[src/rtl/armPkg.sv]
package armPkg;

   localparam int dataWidth    = 32;
   localparam int regAddrWidth = 4;
   localparam logic [3:0] pcRegIndex = 4'd15;   // Reads as PC+8

   // Op field, instr[27:26]
   localparam logic [1:0] opDataProc = 2'b00;
   localparam logic [1:0] opMemory   = 2'b01;
   localparam logic [1:0] opBranch   = 2'b10;

   // Data-processing commands, instr[24:21]
   localparam logic [3:0] cmdAnd = 4'b0000;
   localparam logic [3:0] cmdSub = 4'b0010;
   localparam logic [3:0] cmdAdd = 4'b0100;
   localparam logic [3:0] cmdOrr = 4'b1100;

   localparam logic [1:0] aluSelAdd = 2'b00;
   localparam logic [1:0] aluSelSub = 2'b01;   // Bit 0 inverts B and carries in
   localparam logic [1:0] aluSelAnd = 2'b10;
   localparam logic [1:0] aluSelOrr = 2'b11;

   // Immediate kinds
   localparam logic [1:0] immByte   = 2'b00;   // imm8, zero extended
   localparam logic [1:0] immTwelve = 2'b01;   // imm12, zero extended
   localparam logic [1:0] immBranch = 2'b10;   // imm24, sign extended, word offset

   // Condition codes, 1111 not used
   localparam logic [3:0] condEq = 4'b0000;
   localparam logic [3:0] condNe = 4'b0001;
   localparam logic [3:0] condCs = 4'b0010;
   localparam logic [3:0] condCc = 4'b0011;
   localparam logic [3:0] condMi = 4'b0100;
   localparam logic [3:0] condPl = 4'b0101;
   localparam logic [3:0] condVs = 4'b0110;
   localparam logic [3:0] condVc = 4'b0111;
   localparam logic [3:0] condHi = 4'b1000;
   localparam logic [3:0] condLs = 4'b1001;
   localparam logic [3:0] condGe = 4'b1010;
   localparam logic [3:0] condLt = 4'b1011;
   localparam logic [3:0] condGt = 4'b1100;
   localparam logic [3:0] condLe = 4'b1101;
   localparam logic [3:0] condAl = 4'b1110;

   // Flag bit positions
   localparam int flagN = 3;
   localparam int flagZ = 2;
   localparam int flagC = 1;
   localparam int flagV = 0;

   // Two views of one instruction word
   typedef union packed {
      struct packed {
         logic [3:0]  cond;
         logic [1:0]  op;
         logic        immBit;    // I for data processing
         logic [3:0]  cmd;
         logic        sBit;      // S, or L for memory
         logic [3:0]  rn;
         logic [3:0]  rd;
         logic [11:0] operand;   // imm8, rm or imm12
      } dp;
      struct packed {
         logic [3:0]  cond;
         logic [1:0]  op;
         logic [1:0]  funct;     // 10 for B, 11 is BL
         logic [23:0] imm24;
      } br;
   } instrWord;

endpackage

[src/rtl/armCore.sv]
`timescale 1ns/1ps

module armCore import armPkg::*;
(
   input  logic                 clk,
   input  logic                 reset,
   input  instrWord             Instr,
   input  logic [dataWidth-1:0] ReadData,
   input  logic                 PCReady,      // Retire enable
   output logic [dataWidth-1:0] PC,
   output logic                 MemWrite,
   output logic [dataWidth-1:0] ALUResult,
   output logic [dataWidth-1:0] WriteData,
   output logic                 MemStrobe
);

   // Unconditioned controls from the decoder
   logic [1:0] flagWrite;
   logic       branch, regWrite, memWrite, memStrobe;
   logic       memToReg, aluSrcImm, regBSelRd;
   logic [1:0] immSrc, aluSel;

   // After the condition check
   logic       pcSrc, regWriteEn;
   logic [3:0] aluFlags;

   instrDecoder decoder (
      .instr(Instr), .flagWrite(flagWrite), .branch(branch),
      .regWrite(regWrite), .memWrite(memWrite), .memStrobe(memStrobe),
      .memToReg(memToReg), .aluSrcImm(aluSrcImm), .regBSelRd(regBSelRd),
      .immSrc(immSrc), .aluSel(aluSel)
   );

   condUnit cond (
      .clk(clk), .reset(reset), .cond(Instr.dp.cond), .aluFlags(aluFlags),
      .flagWrite(flagWrite), .branch(branch), .regWrite(regWrite),
      .memWrite(memWrite), .memStrobe(memStrobe), .PCReady(PCReady),
      .pcSrc(pcSrc), .regWriteEn(regWriteEn), .MemWrite(MemWrite),
      .MemStrobe(MemStrobe)
   );

   datapath dp (
      .clk(clk), .reset(reset), .instr(Instr), .pcSrc(pcSrc), .branch(branch),
      .regWriteEn(regWriteEn), .regBSelRd(regBSelRd), .immSrc(immSrc),
      .aluSrcImm(aluSrcImm), .aluSel(aluSel), .memToReg(memToReg),
      .PCReady(PCReady), .ReadData(ReadData), .PC(PC), .ALUResult(ALUResult),
      .WriteData(WriteData), .aluFlags(aluFlags)
   );

endmodule

[src/rtl/condUnit.sv]
`timescale 1ns/1ps

module condUnit import armPkg::*;
(
   input  logic       clk,
   input  logic       reset,
   input  logic [3:0] cond,
   input  logic [3:0] aluFlags,
   input  logic [1:0] flagWrite,
   input  logic       branch,
   input  logic       regWrite,
   input  logic       memWrite,
   input  logic       memStrobe,
   input  logic       PCReady,
   output logic       pcSrc,
   output logic       regWriteEn,
   output logic       MemWrite,
   output logic       MemStrobe
);

   logic [1:0] nzFlags, cvFlags;   // Stored {N,Z} and {C,V}
   logic       neg, zero, carry, overflow, ge;
   logic       condEx, pass, retire;

   assign {neg, zero}      = nzFlags;
   assign {carry, overflow} = cvFlags;
   assign ge = (neg == overflow);

   always_comb
      case (cond)
         condEq:  condEx = zero;
         condNe:  condEx = ~zero;
         condCs:  condEx = carry;
         condCc:  condEx = ~carry;
         condMi:  condEx = neg;
         condPl:  condEx = ~neg;
         condVs:  condEx = overflow;
         condVc:  condEx = ~overflow;
         condHi:  condEx = carry & ~zero;
         condLs:  condEx = ~carry | zero;
         condGe:  condEx = ge;
         condLt:  condEx = ~ge;
         condGt:  condEx = ~zero & ge;
         condLe:  condEx = zero | ~ge;
         condAl:  condEx = 1'b1;
         default: condEx = 1'b0;   // 1111 never executes
      endcase

   assign pass   = condEx & ~reset;
   assign retire = pass & PCReady;   // State may change this edge

   always_ff @(posedge clk or posedge reset)
   begin
      if (reset)
      begin
         nzFlags <= 2'b00;
         cvFlags <= 2'b00;
      end
      else
      begin
         if (flagWrite[1] && retire) nzFlags <= {aluFlags[flagN], aluFlags[flagZ]};
         if (flagWrite[0] && retire) cvFlags <= {aluFlags[flagC], aluFlags[flagV]};
      end
   end

   assign pcSrc      = branch & pass;   // PC register already waits on PCReady
   assign regWriteEn = regWrite & retire;
   assign MemWrite   = memWrite & retire;
   assign MemStrobe  = memStrobe & pass;   // Not held off by a stall

endmodule

[src/rtl/datapath.sv]
`timescale 1ns/1ps

module datapath import armPkg::*;
(
   input  logic                 clk,
   input  logic                 reset,
   input  instrWord             instr,
   input  logic                 pcSrc,
   input  logic                 branch,
   input  logic                 regWriteEn,
   input  logic                 regBSelRd,
   input  logic [1:0]           immSrc,
   input  logic                 aluSrcImm,
   input  logic [1:0]           aluSel,
   input  logic                 memToReg,
   input  logic                 PCReady,
   input  logic [dataWidth-1:0] ReadData,
   output logic [dataWidth-1:0] PC,
   output logic [dataWidth-1:0] ALUResult,
   output logic [dataWidth-1:0] WriteData,
   output logic [3:0]           aluFlags
);

   logic [regAddrWidth-1:0] regAddrA, regAddrB;
   logic [dataWidth-1:0]    pcPlus8, srcA, result;

   // Branch target is PC+8 plus offset, so A reads R15
   assign regAddrA = branch ? pcRegIndex : instr.dp.rn;
   // STR data comes from rd, register operand from rm
   assign regAddrB = regBSelRd ? instr.dp.rd : instr.dp.operand[3:0];

   assign result = memToReg ? ReadData : ALUResult;   // LDR writes loaded word

   pcUnit pcu (
      .clk(clk), .reset(reset), .advance(PCReady), .pcSrc(pcSrc),
      .branchTarget(ALUResult), .PC(PC), .pcPlus8(pcPlus8)
   );

   regFile rf (
      .clk(clk), .writeEn(regWriteEn), .readAddrA(regAddrA),
      .readAddrB(regAddrB), .writeAddr(instr.dp.rd), .writeData(result),
      .pcPlus8(pcPlus8), .readDataA(srcA), .readDataB(WriteData)
   );

   executeUnit exu (
      .srcA(srcA), .regB(WriteData), .instr(instr), .immSrc(immSrc),
      .aluSrcImm(aluSrcImm), .aluSel(aluSel), .result(ALUResult),
      .aluFlags(aluFlags)
   );

endmodule

[src/rtl/executeUnit.sv]
`timescale 1ns/1ps

module executeUnit import armPkg::*;
(
   input  logic [dataWidth-1:0] srcA,
   input  logic [dataWidth-1:0] regB,
   input  instrWord             instr,
   input  logic [1:0]           immSrc,
   input  logic                 aluSrcImm,
   input  logic [1:0]           aluSel,
   output logic [dataWidth-1:0] result,
   output logic [3:0]           aluFlags
);

   logic [dataWidth-1:0] extImm, srcB, condInvB;
   logic [dataWidth:0]   sum;   // Extra bit is the carry out
   logic                 isSub, isArith;

   // Immediate extension
   always_comb
      case (immSrc)
         immByte:   extImm = {24'b0, instr.dp.operand[7:0]};
         immTwelve: extImm = {20'b0, instr.dp.operand};
         immBranch: extImm = {{6{instr.br.imm24[23]}}, instr.br.imm24, 2'b00};
         default:   extImm = '0;
      endcase

   assign srcB = aluSrcImm ? extImm : regB;

   assign isSub   = (aluSel == aluSelSub);
   assign isArith = (aluSel == aluSelAdd) || isSub;

   // SUB is A + ~B + 1
   assign condInvB = isSub ? ~srcB : srcB;
   assign sum      = {1'b0, srcA} + {1'b0, condInvB} + {{dataWidth{1'b0}}, isSub};

   always_comb
      case (aluSel)
         aluSelAnd: result = srcA & srcB;
         aluSelOrr: result = srcA | srcB;
         default:   result = sum[dataWidth-1:0];   // ADD or SUB
      endcase

   always_comb
   begin
      aluFlags        = 4'b0000;
      aluFlags[flagN] = result[dataWidth-1];
      aluFlags[flagZ] = (result == '0);
      aluFlags[flagC] = isArith & sum[dataWidth];   // ARM carry, not borrow, on SUB
      // Operands alike in sign after inversion, result sign differs
      aluFlags[flagV] = isArith
                        & ~(srcA[dataWidth-1] ^ srcB[dataWidth-1] ^ isSub)
                        & (srcA[dataWidth-1] ^ sum[dataWidth-1]);
   end

endmodule

[src/rtl/instrDecoder.sv]
`timescale 1ns/1ps

module instrDecoder import armPkg::*;
(
   input  instrWord   instr,
   output logic [1:0] flagWrite,    // [1] N/Z, [0] C/V
   output logic       branch,
   output logic       regWrite,
   output logic       memWrite,
   output logic       memStrobe,
   output logic       memToReg,
   output logic       aluSrcImm,
   output logic       regBSelRd,    // STR reads rd as data
   output logic [1:0] immSrc,
   output logic [1:0] aluSel
);

   logic knownCmd;
   logic arithCmd;

   // ALU decoder
   always_comb
   begin
      knownCmd = 1'b1;
      aluSel   = aluSelAdd;   // Addresses and branch targets add
      if (instr.dp.op == opDataProc)
         case (instr.dp.cmd)
            cmdAdd:  aluSel = aluSelAdd;
            cmdSub:  aluSel = aluSelSub;
            cmdAnd:  aluSel = aluSelAnd;
            cmdOrr:  aluSel = aluSelOrr;
            default: knownCmd = 1'b0;   // Unimplemented command
         endcase
   end

   assign arithCmd = (instr.dp.cmd == cmdAdd) || (instr.dp.cmd == cmdSub);

   // Main decoder
   always_comb
   begin
      // Everything off unless an encoding is recognized
      flagWrite = 2'b00;
      branch    = 1'b0;
      regWrite  = 1'b0;
      memWrite  = 1'b0;
      memStrobe = 1'b0;
      memToReg  = 1'b0;
      aluSrcImm = 1'b0;
      regBSelRd = 1'b0;
      immSrc    = immByte;
      case (instr.dp.op)
         opDataProc:
         begin
            aluSrcImm    = instr.dp.immBit;         // imm8 or rm
            regWrite     = knownCmd;
            flagWrite[1] = knownCmd & instr.dp.sBit;
            flagWrite[0] = knownCmd & instr.dp.sBit & arithCmd;
         end
         opMemory:
            if (!instr.dp.immBit)   // Register offset form not supported
            begin
               aluSrcImm = 1'b1;
               immSrc    = immTwelve;
               memStrobe = 1'b1;
               regWrite  = instr.dp.sBit;    // LDR
               memToReg  = instr.dp.sBit;
               memWrite  = ~instr.dp.sBit;   // STR
               regBSelRd = ~instr.dp.sBit;
            end
         opBranch:
            if (instr.br.funct == 2'b10)   // BL and other functs decode as a no-op
            begin
               branch    = 1'b1;
               aluSrcImm = 1'b1;
               immSrc    = immBranch;
            end
         default: ;   // Op 11 is a no-op
      endcase
   end

endmodule

[src/rtl/pcUnit.sv]
`timescale 1ns/1ps

module pcUnit import armPkg::*;
(
   input  logic                 clk,
   input  logic                 reset,
   input  logic                 advance,        // High on a retiring edge
   input  logic                 pcSrc,
   input  logic [dataWidth-1:0] branchTarget,
   output logic [dataWidth-1:0] PC,
   output logic [dataWidth-1:0] pcPlus8
);

   logic [dataWidth-1:0] pcPlus4, nextPc;

   assign pcPlus4 = PC + 32'd4;
   assign pcPlus8 = pcPlus4 + 32'd4;   // Value seen when reading R15
   assign nextPc  = pcSrc ? branchTarget : pcPlus4;

   always_ff @(posedge clk or posedge reset)
   begin
      if (reset)
         PC <= '0;   // Program starts at address 0
      else if (advance)
         PC <= nextPc;
   end

endmodule

[src/rtl/regFile.sv]
`timescale 1ns/1ps

module regFile import armPkg::*;
(
   input  logic                    clk,
   input  logic                    writeEn,
   input  logic [regAddrWidth-1:0] readAddrA,
   input  logic [regAddrWidth-1:0] readAddrB,
   input  logic [regAddrWidth-1:0] writeAddr,
   input  logic [dataWidth-1:0]    writeData,
   input  logic [dataWidth-1:0]    pcPlus8,
   output logic [dataWidth-1:0]    readDataA,
   output logic [dataWidth-1:0]    readDataB
);

   logic [dataWidth-1:0] regs [0:14];   // R0 to R14, R15 lives in the PC unit

   // Writes to R15 are ignored, only B moves the PC
   always_ff @(posedge clk)
   begin
      if (writeEn && writeAddr != pcRegIndex)
         regs[writeAddr] <= writeData;
   end

   assign readDataA = (readAddrA == pcRegIndex) ? pcPlus8 : regs[readAddrA];
   assign readDataB = (readAddrB == pcRegIndex) ? pcPlus8 : regs[readAddrB];

endmodule

[config.mk]
export PLATFORM = sky130hd
export DESIGN_NAME = armCore
export DESIGN_NICKNAME = d
export VERILOG_FILES = /design/src/rtl/armPkg.sv /design/src/rtl/armCore.sv /design/src/rtl/condUnit.sv /design/src/rtl/datapath.sv /design/src/rtl/executeUnit.sv /design/src/rtl/instrDecoder.sv /design/src/rtl/pcUnit.sv /design/src/rtl/regFile.sv
export SDC_FILE = /design/constraint.sdc
export NUM_CORES = 1
export LEC_CHECK = 0
export BUFFER_PORTS_ARGS = -buffer_cell sky130_fd_sc_hd__buf_2
export CORE_UTILIZATION = 45
export CTS_CLUSTER_DIAMETER = 200
export CTS_CLUSTER_SIZE = 10
export DETAILED_ROUTE_END_ITERATION = 8
export PLACE_DENSITY = 0.59
export SYNTH_ARGS = -nofsm -noshare
export SYNTH_HDL_FRONTEND = slang
export SYNTH_SLANG_ARGS = --single-unit
[constraint.sdc]
create_clock -name clk -period 15.7 [get_ports clk]
set_input_delay 3.14 -clock clk [delete_from_list [all_inputs] [get_ports clk]]
set_output_delay 3.14 -clock clk [all_outputs]
set_load 0.02 [all_outputs]
==> metrics.md, run 1 <==
| Metric | Value |
|---|---|
| RSZ-0062 raised after global routing | no |
| Slowest cell on the critical path | a21oi_4 |
| Post-Route Setup TNS | 0 ns |
| Avg Vias per Cell | a little under 7 |
| Root Buffer Master | clkbuf_16 |
| Mean area per synthesized cell | 9.93 sq um |
| Worst Clk Skew | roughly 0.043 ns |
| Post-cts gate resize count | 0 |
| DP Area | 33800 sq um |
| Worst reg2reg path startpoint | dp.pcu.PC[2] |
| Vias | 29200 |
| Worst Hold Class | flip-flop to flip-flop |
| Arrival time at the worst endpoint | 10.71 ns |
| Chip height | approximately 270 um |
| Port bufs | 164 |
| Io pins | between 150 and 200 |
| Number of setup buffers added after CTS | 0 |
| Starting DRC count in detailed routing | 4457 |
| Setup crit end kind | primary output |
| First-pass GRT wire length | about 200 mm |
| Seq/Total Area, Yosys | 48.3% |
| Clock Sink Count | 516 |
| Async SR Flop Fraction | 6.98% |
| DRT Pass-1 Iters | 7 |
| Die area | between 70000 and 80000 sq um |
| # setup viols final | 0 |
| DRC violations left | 0 |
| Share of cells above drive strength 1 | 14.8% |
| Final min period | 13.85 ns |
| Core ar. | 69200 sq um |
| Worst path cell trace | buf_2, inv_1, ha_1, or3b_2, buf_4, a21oi_4, buf_4, a21oi_1, a22oi_1, a211oi_1, a221oi_1, xnor2_1, ha_1, a21oi_1, o21ai_0, a31o_2, a21o_1, a31oi_1, o21ai_0, a31o_2, a31oi_1, xor2_1, o21ai_1, buf_2 |
| Synth warnings | 0 |
| Post-Synthesis Net Count | 3297 |
| Status | complete, no violations |
| CTS buffer count | between 50 and 60 |
| Starting Density | 45.8% |
| Clock Tree Buf Depth | 3 |
| Crit Path Max Fanout | 44 |
| Area growth syn-to-layout | 11.7% |
| Period utilization | 88.2% |
| Data required, critical path | 12.56 ns |
| Largest net degree at the start of global routing | around 100 |
| DIE WIDTH | 267 um |
| Primary FF master, synth | edfxtp_1 |
| Hold Vio Cnt, Final | 0 |
| Gpl congestion | approximately 1.0 |
| Hold_sp | dp.pcu.PC[31] |
| Critical Path Start | Instr[27] |
| Final worst slack | 1.85 ns |
| Clock latency on the worst-skew pair | about 0.66 ns |
| Worst Max-Slew Pin Slew | 1.45 ns |
| Slew Viols, Final | 0 |
| PD cells | 135 nW/um^2 |
| Setup crit start kind | primary input |
| Peak VDD IR | 0.0906 mV |
| Hold buffers post-CTS | 0 |
| Leading cell type in the layout, fill and taps excluded | nand2_1 |
| Leakage | 12.8 nW |
| Setup CP Type | primary input to primary output |
| Routed wire length | around 140 mm |
| Clock-pin slew on the worst setup and hold paths | 0.07 ns |
| Initial antenna violation count | 6 |
| Number of core rows | 96 |
| CTS tree | built |
| Total congestion overflow | 0 |
| Achievable clock frequency | 0.0722 GHz |
| Setup WS pre-CTS | 2.05 ns |
| Synth Instances | ~3200 |
| Routed wire per std cell | 33.3 um |
| DP HPWL | 96.8 mm |
| Synth unique cells | 102 |
| EDFF count, synth | 480 |
| Tot GR Track Use | 38.9% |
| H-tree levels | 2 |
| Final nets | 3390 |
| Synth Register Bits | 516 |
| Vias in the first global route | around 27000 |
| Finished Cell Area | 35400 sq um |
| Max-cap violations | 0 |
| Slew HR | between 3 and 4% |
| CP peak stage delay | 0.80 ns |
| Most frequent cells in the layout | nand2_1 (536), edfxtp_1 (480), a21oi_1 (202) |
| Post-route ant nets | 0 |
| Netlist Area Pre-Place | 31700 sq um |
kinds of logic after synthesis:
kind of cell / synth area share (%)
compound gates: 17.2
mux: 8.26
flops: 48.3
xor+xnor: 3.23
simple gates: 17.3
fa+ha+maj: 2.05
buf+inv: 3.67
synthesized netlist by cell type, types with 24 or more instances:
master	n	share of area, %
xor2_1	26	0.72
a211oi_1	63	1.5
buf_2	32	0.51
mux4_2	38	2.7
mux2_2	45	1.6
nor2_1	189	2.2
nor2b_1	39	0.77
xnor2_1	91	2.5
nand2_1	537	6.4
nor4_1	24	0.47
clkbuf_1	162	1.9
dfrtp_1	36	2.8
and3_1	34	0.67
a21o_1	32	0.76
nand3_1	140	2.2
mux2i_1	123	3.9
buf_1	40	0.47
ha_1	39	1.5
edfxtp_1	480	45
o21ai_0	151	2.4
a21oi_1	208	3.3
o22ai_1	36	0.71
nand2b_1	30	0.59
inv_1	53	0.63
a31oi_1	74	1.5
nor3_1	61	0.96
worst max-delay path: cells and delay by family:
| family | cells | cell delay (ns) |
|---|---|---|
| compound gates | 14 | 4.29 |
| buf+inv | 5 | 1.48 |
| fa+ha+maj | 2 | 0.80 |
| simple gates | 1 | 0.71 |
| xor+xnor | 2 | 0.22 |
state kept, by name, indices dropped and copies added, names as in the netlist:
signal        count
cond.cvFlags      2
dp.pcu.PC        32
cond.nzFlags      2
dp.rf.regs      480
layout make-up:
| class | instances | area (sq um) |
|---|---|---|
| Multi-Input combinational cell | 2381 | 15400 |
| Clock inverter | 3 | 68.8 |
| Sequential cell | 516 | 15300 |
| Clock buffer | 79 | 1530 |
| Tap cell | 931 | 1160 |
| Timing Repair Buffer | 273 | 1670 |
| Inverter | 54 | 203 |
| Fill cell | 6262 | 33800 |
| Antenna cell | 3 | 7.51 |
layer usage:
layer / vias to the layer above / track usage (%) / routed length, um
li1: 12200 / - / -
met1: 14300 / 51.0 / 53000
met2: 2312 / 59.0 / 60700
met3: 436 / 11.1 / 19100
met4: 4 / 19.2 / 8400
met5: - / 0 / 31
report_power, final:
part / total, mW / switching [mW] / internal [mW]
logic: 1.70 / 1.24 / 0.461
registers: 1.85 / 0.0840 / 1.76
clock network: 1.24 / 0.558 / 0.683
stage by stage:
stage	utilization, %	std cells	hold WS [ns]	total power, mW
2_1_floorplan	-	3190	0.536	2.81
3_3_place_gp	48.8	4155	0.535	3.49
3_5_place_dp	48.8	4155	0.545	3.50
4_1_cts	51.1	4237	0.563	4.72
5_1_grt	51.2	4238	0.582	4.92
6_report	51.2	4240	0.575	4.79
final timing paths:
check,end,slack [ns],cells past startpoint
worst max-delay path,ALUResult[28],1.85,24
worst min-delay path,dp.pcu.PC[31],0.58,2
min in group asynchronous,dp.pcu.PC[7],2.61,3
worst max register to register,dp.rf.regs[1][27],7.42,22
max in group asynchronous,cond.nzFlags[0],12.72,3
worst min register to register,dp.pcu.PC[31],0.58,2
Note: power is estimated with default switching activity, not from simulation.
==> inputs of run 2 (changes only) <==
- MAX_ROUTING_LAYER: unset -> met4
==> run 2 against run 1 <==
- combinational power about the same
- final area about the same
- non-clock buffer count up 5
- sequential share of layout area about the same
- clock skew down 0.014 ns
- core utilization about the same
- via count down 0.66%
- critical path depth up 1
- global-route usage up 0.78 points
- setup slack worse by 0.32 ns
- count of clock-buffer cells in the layout down 4
- largest cell class unchanged
- largest power group unchanged
==> metrics.md, run 2 (synthesis gave the netlist of run 1 again) <==
| Metric | Value |
|---|---|
| Area growth syn-to-layout | 11.7% |
| Starting DRC count in detailed routing | 4450 |
| Clock Sink Count | 516 |
| Period utilization | 90.2% |
| Number of core rows | 96 |
| DRT Pass-1 Iters | 8 |
| Die area | 71500 sq um |
| Critical Path Start | Instr[27] |
| DP HPWL | around 96 mm |
| Initial antenna violation count | 4 |
| Gpl congestion | 1.01 |
| Clock-pin slew on the worst setup and hold paths | 0.05 ns |
| Setup crit start kind | primary input |
| Max-cap violations | 0 |
| Io pins | ~170 |
| Slew HR | about 7.1% |
| CTS tree | built |
| CTS buffer count | 57 |
| Layout Cells excl Fill | 4240 |
| Worst Clk Skew | between 0.02 and 0.03 ns |
| Layout Utilization | 51.2% |
| Crit Path Max Fanout | 33 |
| Status | complete, no violations |
| Finished Cell Area | approximately 35000 sq um |
| Core ar. | 69200 sq um |
| PD cells | 135 nW/um^2 |
| Setup CP Type | primary input to primary output |
| Arrival time at the worst endpoint | 11.03 ns |
| Starting Density | 45.8% |
| DP Area | roughly 34000 sq um |
| Vias | 29000 |
| Hold buffers post-CTS | 0 |
| Share of cells above drive strength 1 | 14.9% |
| Post-Route Setup TNS | 0 ns |
| # setup viols final | 0 |
| Largest net degree at the start of global routing | 57 |
| DRC violations left | 0 |
| Chip height | 267 um |
| Peak VDD IR | 0.0957 mV |
| Final Power | roughly 4.8 mW |
| Data required, critical path | roughly 13 ns |
| Placed cell count | 4160 |
| Root Buffer Master | clkbuf_16 |
| Hold Vio Cnt, Final | 0 |
| Total congestion overflow | 0 |
| Worst Hold Class | flip-flop to flip-flop |
| RSZ-0062 raised after global routing | no |
| Largest register FFs | 480 |
| Clock latency on the worst-skew pair | 0.65 ns |
| Final nets | 3395 |
| Final worst slack | 1.53 ns |
| Worst Max-Slew Pin Slew | around 1.4 ns |
| Largest Register | dp.rf.regs |
| Critical Path Sink | ALUResult[28] |
| Reg2Reg Depth | 22 |
| Most frequent cells in the layout | nand2_1 (536), edfxtp_1 (480), a21oi_1 (201) |
| Achievable clock frequency | just over 0.07 GHz |
| Final min period | roughly 14 ns |
| Post-route ant nets | 0 |
| Setup crit end kind | primary output |
| Routed wire per std cell | between 30 and 40 um |
| Vias in the first global route | 26900 |
| Top flop regs | dp.rf.regs: 480 flops, dp.pcu.PC: 32 flops |
| Port bufs | approximately 160 |
| Routed wire length | approximately 140 mm |
| Clock Tree Buf Depth | 3 |
| Reg2reg end | dp.rf.regs[9][28] |
| Post-cts gate resize count | 0 |
| Setup WS pre-CTS | 1.94 ns |
| H-tree levels | 2 |
| DIE WIDTH | 267 um |
| Number of setup buffers added after CTS | 0 |
| Worst R2R Setup Slack | 7.22 ns |
| Worst Hold Slack | approximately 0.55 ns |
| Worst reg2reg path startpoint | dp.pcu.PC[2] |
| Leakage | between 10 and 15 nW |
| Slew Viols, Final | 0 |
| Avg Vias per Cell | 6.84 |
| Tot GR Track Use | around two fifths |
| First-pass GRT wire length | between 150 and 200 mm |
| Leading cell type in the layout, fill and taps excluded | nand2_1 |
## run 2: cell count changes in the layout (fill, tap and decap cells not counted), sizes merged
| cell | previous run | this run |
|---|---|---|
| buf | 273 | 278 |
| clkbuf | 79 | 75 |
| clkinv | 2 | 3 |
| diode | 3 | 2 |
| inv | 54 | 53 |
## run 2: report_power, final
group / switching (mW) / internal [mW] / total, mW
Clock: 0.556 / 0.672 / 1.23
Combinational: 1.24 / 0.460 / 1.70
Sequential: 0.0831 / 1.76 / 1.85
## run 2: critical path, cell delays in order
cell and delay, ns:
buf_2 0.12, inv_1 0.08, ha_1 0.38, or3b_2 0.78, buf_4 0.35, a21oi_4 0.87
buf_4 0.33, nand2_1 0.07, a21oi_1 0.13, a211oi_1 0.07, o32ai_1 1.00, a222oi_1 0.31
xnor2_1 0.22, ha_1 0.41, a21oi_1 0.16, o21ai_0 0.16, a31o_2 0.28, a21o_1 0.18
a31oi_1 0.42, o21ai_0 0.36, a31o_2 0.35, a31oi_1 0.21, xor2_1 0.10, o21ai_1 0.29
buf_2 0.23
## run 2: how the worst min path moves through the flow
stage                          startpoint              end  slack [ns]  depth (start not counted)
after floorplan           cond.cvFlags[1]  cond.cvFlags[1]        0.54                          2
after global placement      dp.pcu.PC[31]    dp.pcu.PC[31]        0.53                          2
after detailed placement    dp.pcu.PC[31]    dp.pcu.PC[31]        0.56                          2
after CTS                   dp.pcu.PC[31]    dp.pcu.PC[31]        0.56                          2
after global routing        dp.pcu.PC[31]    dp.pcu.PC[31]        0.61                          2
final                       dp.pcu.PC[31]    dp.pcu.PC[31]        0.55                          2
## run 2: metal layers
| metal | part of all wire, % | global-route usage (%) | routed length (um) |
|---|---|---|---|
| met4 | 5.7 | 19.4 | 7990 |
| met3 | 13 | 9.22 | 17800 |
| met2 | 43 | 58.6 | 60700 |
| met5 | 0 | - | 0 |
| met1 | 38 | 51.3 | 53500 |
## run 2: final cells by class
class / instances / area [sq um]
flip-flops and latches: 516 / 15300
multi-input cells: 2381 / 15400
clock buffers: 75 / 1490
well taps: 931 / 1160
diodes: 2 / 5.00
repair buffers: 278 / 1680
clock inverters: 3 / 90.1
inverters: 54 / 203
fillers: 6308 / 33800
